File: src/hw/mem_bus_pkg.sv
package mem_bus_pkg;

  // Byte address and bus word
  typedef logic [31:0] addr_t;
  typedef logic [31:0] data_t;

  // Payload of one byte transfer
  typedef logic [7:0] byte_t;

  // Access size, 1, 2 or 4 byte transfers
  typedef enum logic [1:0] {
    SIZE_BYTE = 2'd0,
    SIZE_HALF = 2'd1,
    SIZE_WORD = 2'd2
  } size_e;

  // Memory map
  localparam addr_t RAM_BASE  = 32'h0000_0000;
  localparam addr_t REGS_BASE = 32'h0001_0000;

  // Status bank is 8 bytes, so 3 offset bits
  localparam int unsigned REGS_ADDR_W = 3;

  // Last byte lane an access touches
  function automatic logic [1:0] size_last_lane(size_e size);
    case (size)
      SIZE_HALF: return 2'd1;
      SIZE_WORD: return 2'd3;
      // Byte, and the unused encoding
      default:   return 2'd0;
    endcase
  endfunction

endpackage
File: src/hw/byte_sequencer.sv
`timescale 1ns/1ps

module byte_sequencer (
  input  logic               i_clk,
  input  logic               i_reset,
  // Access from the front end
  input  logic               i_start,
  input  mem_bus_pkg::addr_t i_addr,
  input  mem_bus_pkg::data_t i_wdata,
  input  mem_bus_pkg::size_e i_size,
  input  logic               i_write,
  output logic               o_finish,
  output mem_bus_pkg::data_t o_word,
  // Byte transfers to the decoder
  input  logic               i_done,
  input  mem_bus_pkg::byte_t i_rbyte,
  output logic               o_strobe,
  output mem_bus_pkg::addr_t o_byte_addr,
  output mem_bus_pkg::byte_t o_wbyte,
  output logic               o_write
);
  import mem_bus_pkg::*;

  typedef enum logic [1:0] {
    ST_IDLE,
    ST_ISSUE,
    ST_WAIT
  } state_e;

  state_e     state_q;
  addr_t      addr_q;
  data_t      wdata_q;
  logic       write_q;
  // Current byte lane
  logic [1:0] lane_q;
  // Bytes still to go after this one
  logic [1:0] remain_q;

  always_ff @(posedge i_clk) begin
    if (i_reset) begin
      state_q  <= ST_IDLE;
      o_finish <= 1'b0;
      lane_q   <= 2'd0;
      remain_q <= 2'd0;
    end else begin
      o_finish <= 1'b0;
      case (state_q)
        ST_IDLE: begin
          if (i_start) begin
            lane_q   <= 2'd0;
            remain_q <= size_last_lane(i_size);
            state_q  <= ST_ISSUE;
          end
        end
        // Strobe is up for exactly this one cycle
        ST_ISSUE: state_q <= ST_WAIT;
        ST_WAIT: begin
          if (i_done) begin
            if (remain_q == 2'd0) begin
              o_finish <= 1'b1;
              state_q  <= ST_IDLE;
            end else begin
              remain_q <= remain_q - 2'd1;
              lane_q   <= lane_q + 2'd1;
              state_q  <= ST_ISSUE;
            end
          end
        end
        default: state_q <= ST_IDLE;
      endcase
    end
  end

  // Address walk and read assembly
  always_ff @(posedge i_clk) begin
    if (state_q == ST_IDLE && i_start) begin
      addr_q  <= i_addr;
      wdata_q <= i_wdata;
      write_q <= i_write;
      // Unused upper lanes read as zero
      o_word  <= '0;
    end else if (state_q == ST_WAIT && i_done) begin
      addr_q <= addr_q + addr_t'(1);
      // Little-endian, byte k lands in lane k
      if (!write_q) begin
        o_word[{lane_q, 3'b000} +: 8] <= i_rbyte;
      end
    end
  end

  assign o_strobe    = (state_q == ST_ISSUE);
  assign o_byte_addr = addr_q;
  assign o_wbyte     = wdata_q[{lane_q, 3'b000} +: 8];
  assign o_write     = write_q;

endmodule

File: config.mk
export PLATFORM = sky130hd
export DESIGN_NAME = byte_sequencer
export DESIGN_NICKNAME = d
export VERILOG_FILES = /design/src/hw/mem_bus_pkg.sv /design/src/hw/byte_sequencer.sv
export SDC_FILE = /design/constraint.sdc
export NUM_CORES = 1
export LEC_CHECK = 0
export BUFFER_PORTS_ARGS = -buffer_cell sky130_fd_sc_hd__clkbuf_2
export CORE_MARGIN = 4
export CORE_UTILIZATION = 40
export CTS_CLUSTER_DIAMETER = 80
export DETAILED_ROUTE_END_ITERATION = 6
export PLACE_DENSITY = 0.69
export SETUP_SLACK_MARGIN = 0.1
export SLEW_MARGIN = 20
export SYNTH_ARGS = -nofsm -noshare
export SYNTH_HDL_FRONTEND = slang
export SYNTH_SLANG_ARGS = --single-unit
File: constraint.sdc
create_clock -name i_clk -period 2.95 [get_ports i_clk]
set_input_delay 0.7375 -clock i_clk [delete_from_list [all_inputs] [get_ports i_clk]]
set_output_delay 0.7375 -clock i_clk [all_outputs]
set_load 0.1 [all_outputs]
==> results of run 1 <==
[layout make-up]
type | count | area, µm² | share of cell area
clock buffer | 9 | 225 | 0.0380
clock inverter | 7 | 76.3 | 0.0129
inverter | 9 | 35.0 | 0.00590
multi-input combinational | 305 | 1820 | 0.307
sequential | 104 | 2730 | 0.461
tap | 143 | 179 | 0.0301
timing repair buffer | 164 | 861 | 0.145
[flip-flops by register name, summed over array words and instances, names as in the netlist]
signal / flops
lane_q: 2
o_byte_addr: 32
o_finish: 1
o_word: 32
o_write: 1
remain_q: 2
state_q: 2
wdata_q: 32
[cell usage after synthesis, types with 2 or more instances]
cell type,n,area share
sky130_fd_sc_hd__edfxtp_1,65,0.42
sky130_fd_sc_hd__mux4_2,8,0.039
sky130_fd_sc_hd__nor4_1,2,0.0027
sky130_fd_sc_hd__nor3b_1,4,0.0065
sky130_fd_sc_hd__nand3_1,46,0.050
sky130_fd_sc_hd__nor3_1,3,0.0032
sky130_fd_sc_hd__buf_1,3,0.0024
sky130_fd_sc_hd__o21ai_0,27,0.029
sky130_fd_sc_hd__nand2b_1,5,0.0067
sky130_fd_sc_hd__xnor2_1,10,0.019
sky130_fd_sc_hd__nand2_1,74,0.060
sky130_fd_sc_hd__or3_1,2,0.0027
sky130_fd_sc_hd__nand3b_1,2,0.0032
sky130_fd_sc_hd__xor2_1,17,0.032
sky130_fd_sc_hd__nor2_1,21,0.017
sky130_fd_sc_hd__inv_1,9,0.0073
sky130_fd_sc_hd__nand4_1,12,0.016
sky130_fd_sc_hd__nand4_2,2,0.0054
sky130_fd_sc_hd__a21oi_1,39,0.042
sky130_fd_sc_hd__clkbuf_1,13,0.010
sky130_fd_sc_hd__a31oi_1,2,0.0027
sky130_fd_sc_hd__dfxtp_1,39,0.17
sky130_fd_sc_hd__and3_1,5,0.0067
sky130_fd_sc_hd__ha_1,8,0.022
sky130_fd_sc_hd__and2_1,5,0.0067
sky130_fd_sc_hd__nor2b_1,3,0.0040
[kinds of logic (layout without fill, tap and decap cells)]
| group | count (synthesis) | after routing | synth area share |
|---|---|---|---|
| flip-flops | 104 | 104 | 0.588 |
| XOR/XNOR | 27 | 27 | 0.0508 |
| adder cells (fa/ha/maj) | 8 | 8 | 0.0215 |
| AO/OA/AOI/OAI | 72 | 72 | 0.0807 |
| multiplexers | 9 | 9 | 0.0412 |
| AND/OR/NAND/NOR | 189 | 189 | 0.198 |
| buffers and inverters | 25 | 189 | 0.0202 |
[through the flow]
| step | hold slack [ns] | std cells | area (µm²) | setup slack [ns] |
|---|---|---|---|---|
| after global placement | 0.444 | 725 | 5630 | 0.529 |
| after detailed placement | 0.450 | 725 | 5630 | 0.525 |
| after CTS | 0.460 | 741 | 5930 | 0.129 |
| final | 0.455 | 741 | 5930 | 0.296 |
| after floorplan | 0.443 | 434 | 4650 | 0.238 |
| after global routing | 0.479 | 741 | 5930 | 0.189 |
[metal layers]
layer,global-route usage,vias to the layer above,part of all wire
met1,0.224,1779,0.41
met5,0,-,0
li1,-,1885,-
met4,0.0688,0,0.015
met2,0.291,154,0.49
met3,0.0496,13,0.088
[worst max-delay path, delay by kind of cell, from the launching register on]
| family | cells | cell delay, ns |
|---|---|---|
| buffers and inverters | 2 | 0.62 |
| DFF | 1 | 0.43 |
| muxes | 1 | 0.52 |
[placed cells by master, fill, tap and decap left out, types with 12 or more instances in the layout]
master | netlist | layout
sky130_fd_sc_hd__a21oi_1 | 39 | 39
sky130_fd_sc_hd__edfxtp_1 | 65 | 65
sky130_fd_sc_hd__xor2_1 | 17 | 17
sky130_fd_sc_hd__clkbuf_2 | 0 | 151
sky130_fd_sc_hd__nor2_1 | 21 | 21
sky130_fd_sc_hd__nand3_1 | 46 | 46
sky130_fd_sc_hd__o21ai_0 | 27 | 27
sky130_fd_sc_hd__nand2_1 | 74 | 74
sky130_fd_sc_hd__dfxtp_1 | 39 | 38
sky130_fd_sc_hd__nand4_1 | 12 | 12
[worst paths after layout]
kind / endpoint / start / cells after the start
worst max register to register: o_byte_addr[28] / o_byte_addr[6] / 5
worst min-delay path: o_word[2] / o_word[2] / 2
worst min register to register: o_word[2] / o_word[2] / 2
worst max-delay path: o_wbyte[3] / lane_q[0] / 3
[report_power, final]
| part | switching, W | internal (W) | leakage, nW |
|---|---|---|---|
| clock | 0.000547 | 0.000666 | 0.144 |
| combinational | 0.000663 | 0.000174 | 1.25 |
| sequential | 0.0000853 | 0.00167 | 0.941 |
| total | 0.00130 | 0.00251 | 2.34 |
[repair_timing]
item,CTS,global route
gates resized for setup,0,3
endpoints found under the setup margin,0,4
hold buffers,0,0
==> out/summary.txt, run 1 <==
Maximum operating frequency = 0.377 GHz
Final critical path time including I/O delays and setup = 2.65 ns
Run status = complete, no violations
Crit-path cells = buf_4 -> mux4_2 -> clkbuf_2
Final weighted congestion in routability-driven placement = 0.832
Share of post-route cells with drive strength above 1 = 0.324
First-iteration detailed-routing DRC count = 288
Count of nets after finishing = 680
Initial Util = 0.407
Final-report hold violation count = 0
Clock skew after layout = 0.00704 ns
Area of the die = 13400 µm²
Row cnt = 39
Number of antenna violations at the first check in global routing = 0
Die Width = 116 µm
Clock buffers created by TritonCTS = 9
Port Buf Inserts = 153
Flip-flop and latch count after synthesis = 104
Pwr Total = 0.00380 W
Gate count after technology mapping = 434
Final Core Density = 0.520
Drt first pass iters = 4
Post-DR vias/cell = 5.17
Net count after synthesis = 521
Clock latency at the later pin of the worst-skew pair = 0.35 ns
Final routed DRC violation total = 0
Max Fanout on Critical Path = 9
Endpoint arrival time on the critical path = 1.92 ns
Grt total ovfl = 0
Total wirelength of the detailed-routed design = 11.6 mm
Worst hold path type = register to register
Bufs on Longest Clock Path = 2
Critical setup path kind = register to primary output
Clock root buffer master = sky130_fd_sc_hd__clkbuf_16
Peak supply drop = 0.000438 V
EDFF count, synth = 65
PD cells = 641 nW/µm²
Clock sink count = 104
Global router's overall resource usage = 0.178
Transition time of the tightest slew-check pin = 0.718 ns
Yosys Warn Count = 0
Average routed wire per standard cell = 15.7 µm
Leakage power of the design = 2.34 nW
N_diodes = 0
Delay of the slowest cell on the worst path = 0.52 ns
Library cells used by synthesis = 34
Vert. Die Dim = 116 µm
Worst EP required = 2.21 ns
Count of filler cells inserted in the layout = 1059
Global-route wire length before repair = 18.6 mm
Final HPWL from detailed placement = 8.75 mm
Setup repair after global routing missed its margin = false
Clock transition time at the flip-flop clock pins of the worst setup and hold paths = 0.07 ns
Vias in the first global route = 3786
P&R area growth vs syn = 27.6%
Core outline area = 11400 µm²
Finish-stage setup viols = 0
Async set or reset register ratio after synthesis = 0
Number of max-slew violations in the final report = 0
Startpoint types = register
Max cap viols = 0
# H-tree levels = 3
Fraction of the yosys area taken by sequential cells = 0.588
Slew Limit Headroom = 0.517
Cell area after synthesis = 4650 µm²
Via Count = 3831
Post-CTS Setup Inserts = 0
Largest net degree at the start of global routing = 69
Routed Antenna Nets = 0
Setup TNS = 0 ns
Number of top-level design ports = 154
CTS tree = built
Share of the cycle needed by the critical path after routing = 0.900
Synth Flop Type = sky130_fd_sc_hd__edfxtp_1
Mean instance size in the synthesized netlist = 10.7 µm²
Register-to-Register Setup Slack = 0.77 ns
Endpoint type of the worst setup path = primary output
Critical-path top delay cell = sky130_fd_sc_hd__mux4_2
(Power assumes the default switching activity.)
==> run 2: changes to the inputs <==
- ABC_AREA: not set -> 1
- PLACE_DENSITY: 0.69 -> 0.68
- SLEW_MARGIN: 20 -> 40
==> out/summary.txt, run 2 <==
Run status = complete, no violations (unchanged)
Clock network fraction of total power = 0.263 (was 0.319)
Number of max-slew violations in the final report = 0 (unchanged)
Switching power as a share of total power = 0.415 (was 0.340)
Final-report hold violation count = 0 (unchanged)
Clock buffers created by TritonCTS = 9 (unchanged)
Worst EP required = 2.21 ns (about the same)
Synth Flop Type = sky130_fd_sc_hd__edfxtp_1 (unchanged)
Drt first pass iters = 5 (was 4)
Average routed wire per standard cell = 14.0 µm (was 15.7 µm)
Largest net degree at the start of global routing = 53 (was 69)
Via Count = 4590 (was 3831)
Most common library cell in the layout ignoring fill and taps = sky130_fd_sc_hd__nand2_1 (was sky130_fd_sc_hd__clkbuf_2)
Leading cell types in the layout, fill and taps excluded = 193 x sky130_fd_sc_hd__nand2_1, 145 x sky130_fd_sc_hd__clkbuf_2, 73 x sky130_fd_sc_hd__nor2_1 (was 151 x sky130_fd_sc_hd__clkbuf_2, 74 x sky130_fd_sc_hd__nand2_1, 65 x sky130_fd_sc_hd__edfxtp_1)
Initial Util = 0.407 (about the same)
First-iteration detailed-routing DRC count = 331 (was 288)
Number of antenna violations at the first check in global routing = 0 (unchanged)
Final HPWL from detailed placement = 10.0 mm (was 8.75 mm)
Mean instance size in the synthesized netlist = 8.30 µm² (was 10.7 µm²)
Die Width = 121 µm (was 116 µm)
Bufs on Longest Clock Path = 2 (unchanged)
Max cap viols = 0 (unchanged)
EDFF count, synth = 65 (unchanged)
Row cnt = 41 (was 39)
Finish-stage setup viols = 0 (unchanged)
Kind of cell adding the most delay to the critical path = buffers and inverters (unchanged)
Library cell with the highest instance count after synthesis = sky130_fd_sc_hd__nand2_1 (unchanged)
Core outline area = 12600 µm² (was 11400 µm²)
Post-Place Worst Slack = 0.635 ns (was 0.525 ns)
Layout Cells excl Fill = 944 (was 741)
Yosys Warn Count = 0 (unchanged)
Slew Limit Headroom = 0.621 (was 0.517)
Async set or reset register ratio after synthesis = 0 (unchanged)
Cell area after placement = 6220 µm² (was 5630 µm²)
Flip-flop and latch count after synthesis = 104 (unchanged)
Library cells used by synthesis = 30 (was 34)
Final weighted congestion in routability-driven placement = 0.848 (was 0.832)
Delay of the slowest cell on the worst path = 0.43 ns (was 0.52 ns)
Global-route wire length before repair = 21.5 mm (was 18.6 mm)
Vert. Die Dim = 121 µm (was 116 µm)
Clock transition time at the flip-flop clock pins of the worst setup and hold paths = 0.08 ns (was 0.07 ns)
Fraction of the yosys area taken by sequential cells = 0.532 (was 0.588)
Area contributors post-synth = sky130_fd_sc_hd__edfxtp_1 38%, sky130_fd_sc_hd__dfxtp_1 15%, sky130_fd_sc_hd__nand2_1 14% (was sky130_fd_sc_hd__edfxtp_1 42%, sky130_fd_sc_hd__dfxtp_1 17%, sky130_fd_sc_hd__nand2_1 6.0%)
Max Fanout on Critical Path = 21 (was 9)
Port Buf Inserts = 153 (unchanged)
Routed Antenna Nets = 0 (unchanged)
Relative contribution of combinational cells to total power = 0.320 (was 0.220)
Transition time of the tightest slew-check pin = 0.572 ns (was 0.718 ns)
Share of Yosys cell area claimed by the top area cell type = 0.380 (was 0.420)
Setup repair after global routing missed its margin = false (unchanged)
Count of filler cells inserted in the layout = 1221 (was 1059)
Critical-path top delay cell = sky130_fd_sc_hd__clkinv_1 (was sky130_fd_sc_hd__mux4_2)
Cell area after synthesis = 5140 µm² (was 4650 µm²)
# H-tree levels = 3 (unchanged)
Post-cts sizing count = 0 (unchanged)
Endpoint type of the worst setup path = primary output (unchanged)
Peak supply drop = 0.000373 V (was 0.000438 V)
Clock skew after layout = 0.00789 ns (was 0.00704 ns)
Post-DR vias/cell = 4.86 (was 5.17)
Register-to-Register Setup Slack = 0.60 ns (was 0.77 ns)
Number of placed instances, taps included = 928 (was 725)
Reported net switching power = 0.00188 W (was 0.00130 W)
Commonest cells post-synth = 193 x sky130_fd_sc_hd__nand2_1, 73 x sky130_fd_sc_hd__nor2_1, 65 x sky130_fd_sc_hd__edfxtp_1, 52 x sky130_fd_sc_hd__nand3_1, 41 x sky130_fd_sc_hd__inv_1 (was 74 x sky130_fd_sc_hd__nand2_1, 65 x sky130_fd_sc_hd__edfxtp_1, 46 x sky130_fd_sc_hd__nand3_1, 39 x sky130_fd_sc_hd__a21oi_1, 39 x sky130_fd_sc_hd__dfxtp_1)
Worst hold path type = register to register (unchanged)
Worst Slack Setup Final = 0.365 ns (was 0.296 ns)
Vias in the first global route = 4538 (was 3786)
Setup TNS = 0 ns (unchanged)
Area of the die = 14700 µm² (was 13400 µm²)
Library cell with the largest summed area after synthesis = sky130_fd_sc_hd__edfxtp_1 (unchanged)
Grt total ovfl = 0 (unchanged)
Clock sink count = 104 (unchanged)
Maximum operating frequency = 0.387 GHz (was 0.377 GHz)
Hold buffer count at cts = 0 (unchanged)
Clock latency at the later pin of the worst-skew pair = 0.35 ns (about the same)
Total wirelength of the detailed-routed design = 13.2 mm (was 11.6 mm)
Final Core Density = 0.516 (was 0.520)
P&R area growth vs syn = 26.8% (was 27.6%)
Share of the cycle needed by the critical path after routing = 0.876 (was 0.900)
Count of nets after finishing = 854 (was 680)
Crit-path cells = clkinv_1 -> o21ai_0 -> o22ai_2 -> buf_12 (was buf_4 -> mux4_2 -> clkbuf_2)
Net count after synthesis = 706 (was 521)
CTS tree = built (unchanged)
Critical setup path kind = register to primary output (unchanged)
Startpoint types = register (unchanged)
Clock root buffer master = sky130_fd_sc_hd__clkbuf_16 (unchanged)
Leakage power of the design = 2.80 nW (was 2.34 nW)
Final critical path time including I/O delays and setup = 2.58 ns (was 2.65 ns)
Global router's overall resource usage = 0.183 (was 0.178)
N_diodes = 0 (unchanged)
Endpoint arrival time on the critical path = 1.85 ns (was 1.92 ns)
PD cells = 695 nW/µm² (was 641 nW/µm²)
Final routed DRC violation total = 0 (unchanged)
Share of post-route cells with drive strength above 1 = 0.267 (was 0.324)
Post-CTS Setup Inserts = 0 (unchanged)
Internal cell power = 0.00265 W (was 0.00251 W)
Register share of total power = 0.417 (was 0.461)
Number of top-level design ports = 154 (unchanged)
Post-route cell area = 6520 µm² (was 5930 µm²)
Total buffers and inverters traversed by the critical path = 2 (unchanged)
Gate count after technology mapping = 619 (was 434)
-- run 2: cell count changes in the layout (fill, tap and decap cells not counted), sizes merged, moves of 5 or more --
cell,change
nand2,+124
nor2,+62
inv,+34
xor2,-10
mux4,-8
o22ai,+8
xnor2,-8
clkbuf,-6
nand3,+6
and2,-5
and3,-5
nand2b,-5
or2,+5
-- run 2: worst register-to-register path, stage by stage (launching register included) --
cell	delay, ns
sky130_fd_sc_hd__dfxtp_1	0.34
sky130_fd_sc_hd__clkinv_1	0.43
sky130_fd_sc_hd__ha_1	0.58
sky130_fd_sc_hd__nand2_2	0.15
sky130_fd_sc_hd__nor2_1	0.42
sky130_fd_sc_hd__nand4_1	0.17
sky130_fd_sc_hd__a21oi_1	0.17
-- run 2: final cells by class --
| type | count | area, µm² | share of cell area |
|---|---|---|---|
| Multi-Input combinational cell | 450 | 2170 | 0.333 |
| Inverter | 44 | 166 | 0.0255 |
| Tap cell | 172 | 215 | 0.0330 |
| Clock inverter | 7 | 75.1 | 0.0115 |
| Clock buffer | 9 | 225 | 0.0346 |
| Timing Repair Buffer | 158 | 936 | 0.144 |
| Sequential cell | 104 | 2730 | 0.419 |
-- run 2: logic make-up (layout without fill, tap and decap cells) --
logic type / after synthesis / in the layout / synth area share
AOI/OAI and AO/OA: 75 / 75 / 0.0752
buffers and inverters: 65 / 218 / 0.0562
xor gates and xnor gates: 9 / 9 / 0.0153
and+or+nand+nor: 358 / 358 / 0.302
adders and majority gates: 8 / 8 / 0.0195
DFF: 104 / 104 / 0.532
-- run 2: per-layer routing --
layer,vias to the layer above,wire length (µm),GRT usage
li1,2354,-,-
met5,-,0,0
met4,0,208,0.0637
met1,2041,5670,0.230
met2,177,6270,0.308
met3,18,1050,0.0443
-- run 2: final timing paths --
path / from / to / cells after the start
hold reg to reg: remain_q[1] / remain_q[1] / 2
setup / recovery: lane_q[0] / o_wbyte[3] / 4
setup reg to reg: lane_q[0] / o_word[21] / 6
hold / removal: remain_q[1] / remain_q[1] / 2
-- run 2: power groups by stage --
stage | sequential [W] | clock [W] | combinational [W]
finish | 0.00189 | 0.00119 | 0.00145
global route | 0.00191 | 0.00128 | 0.00155
CTS | 0.00189 | 0.00122 | 0.00146
detailed placement | 0.00192 | 0 | 0.00146
global placement | 0.00191 | 0 | 0.00144
floorplan | 0.00252 | 0 | 0.000514
-- run 2: metrics by stage --
step,total power (W),hold WS [ns]
2_1_floorplan,0.00304,0.433
3_3_place_gp,0.00335,0.446
3_5_place_dp,0.00338,0.452
4_1_cts,0.00457,0.464
5_1_grt,0.00474,0.489
6_report,0.00453,0.460
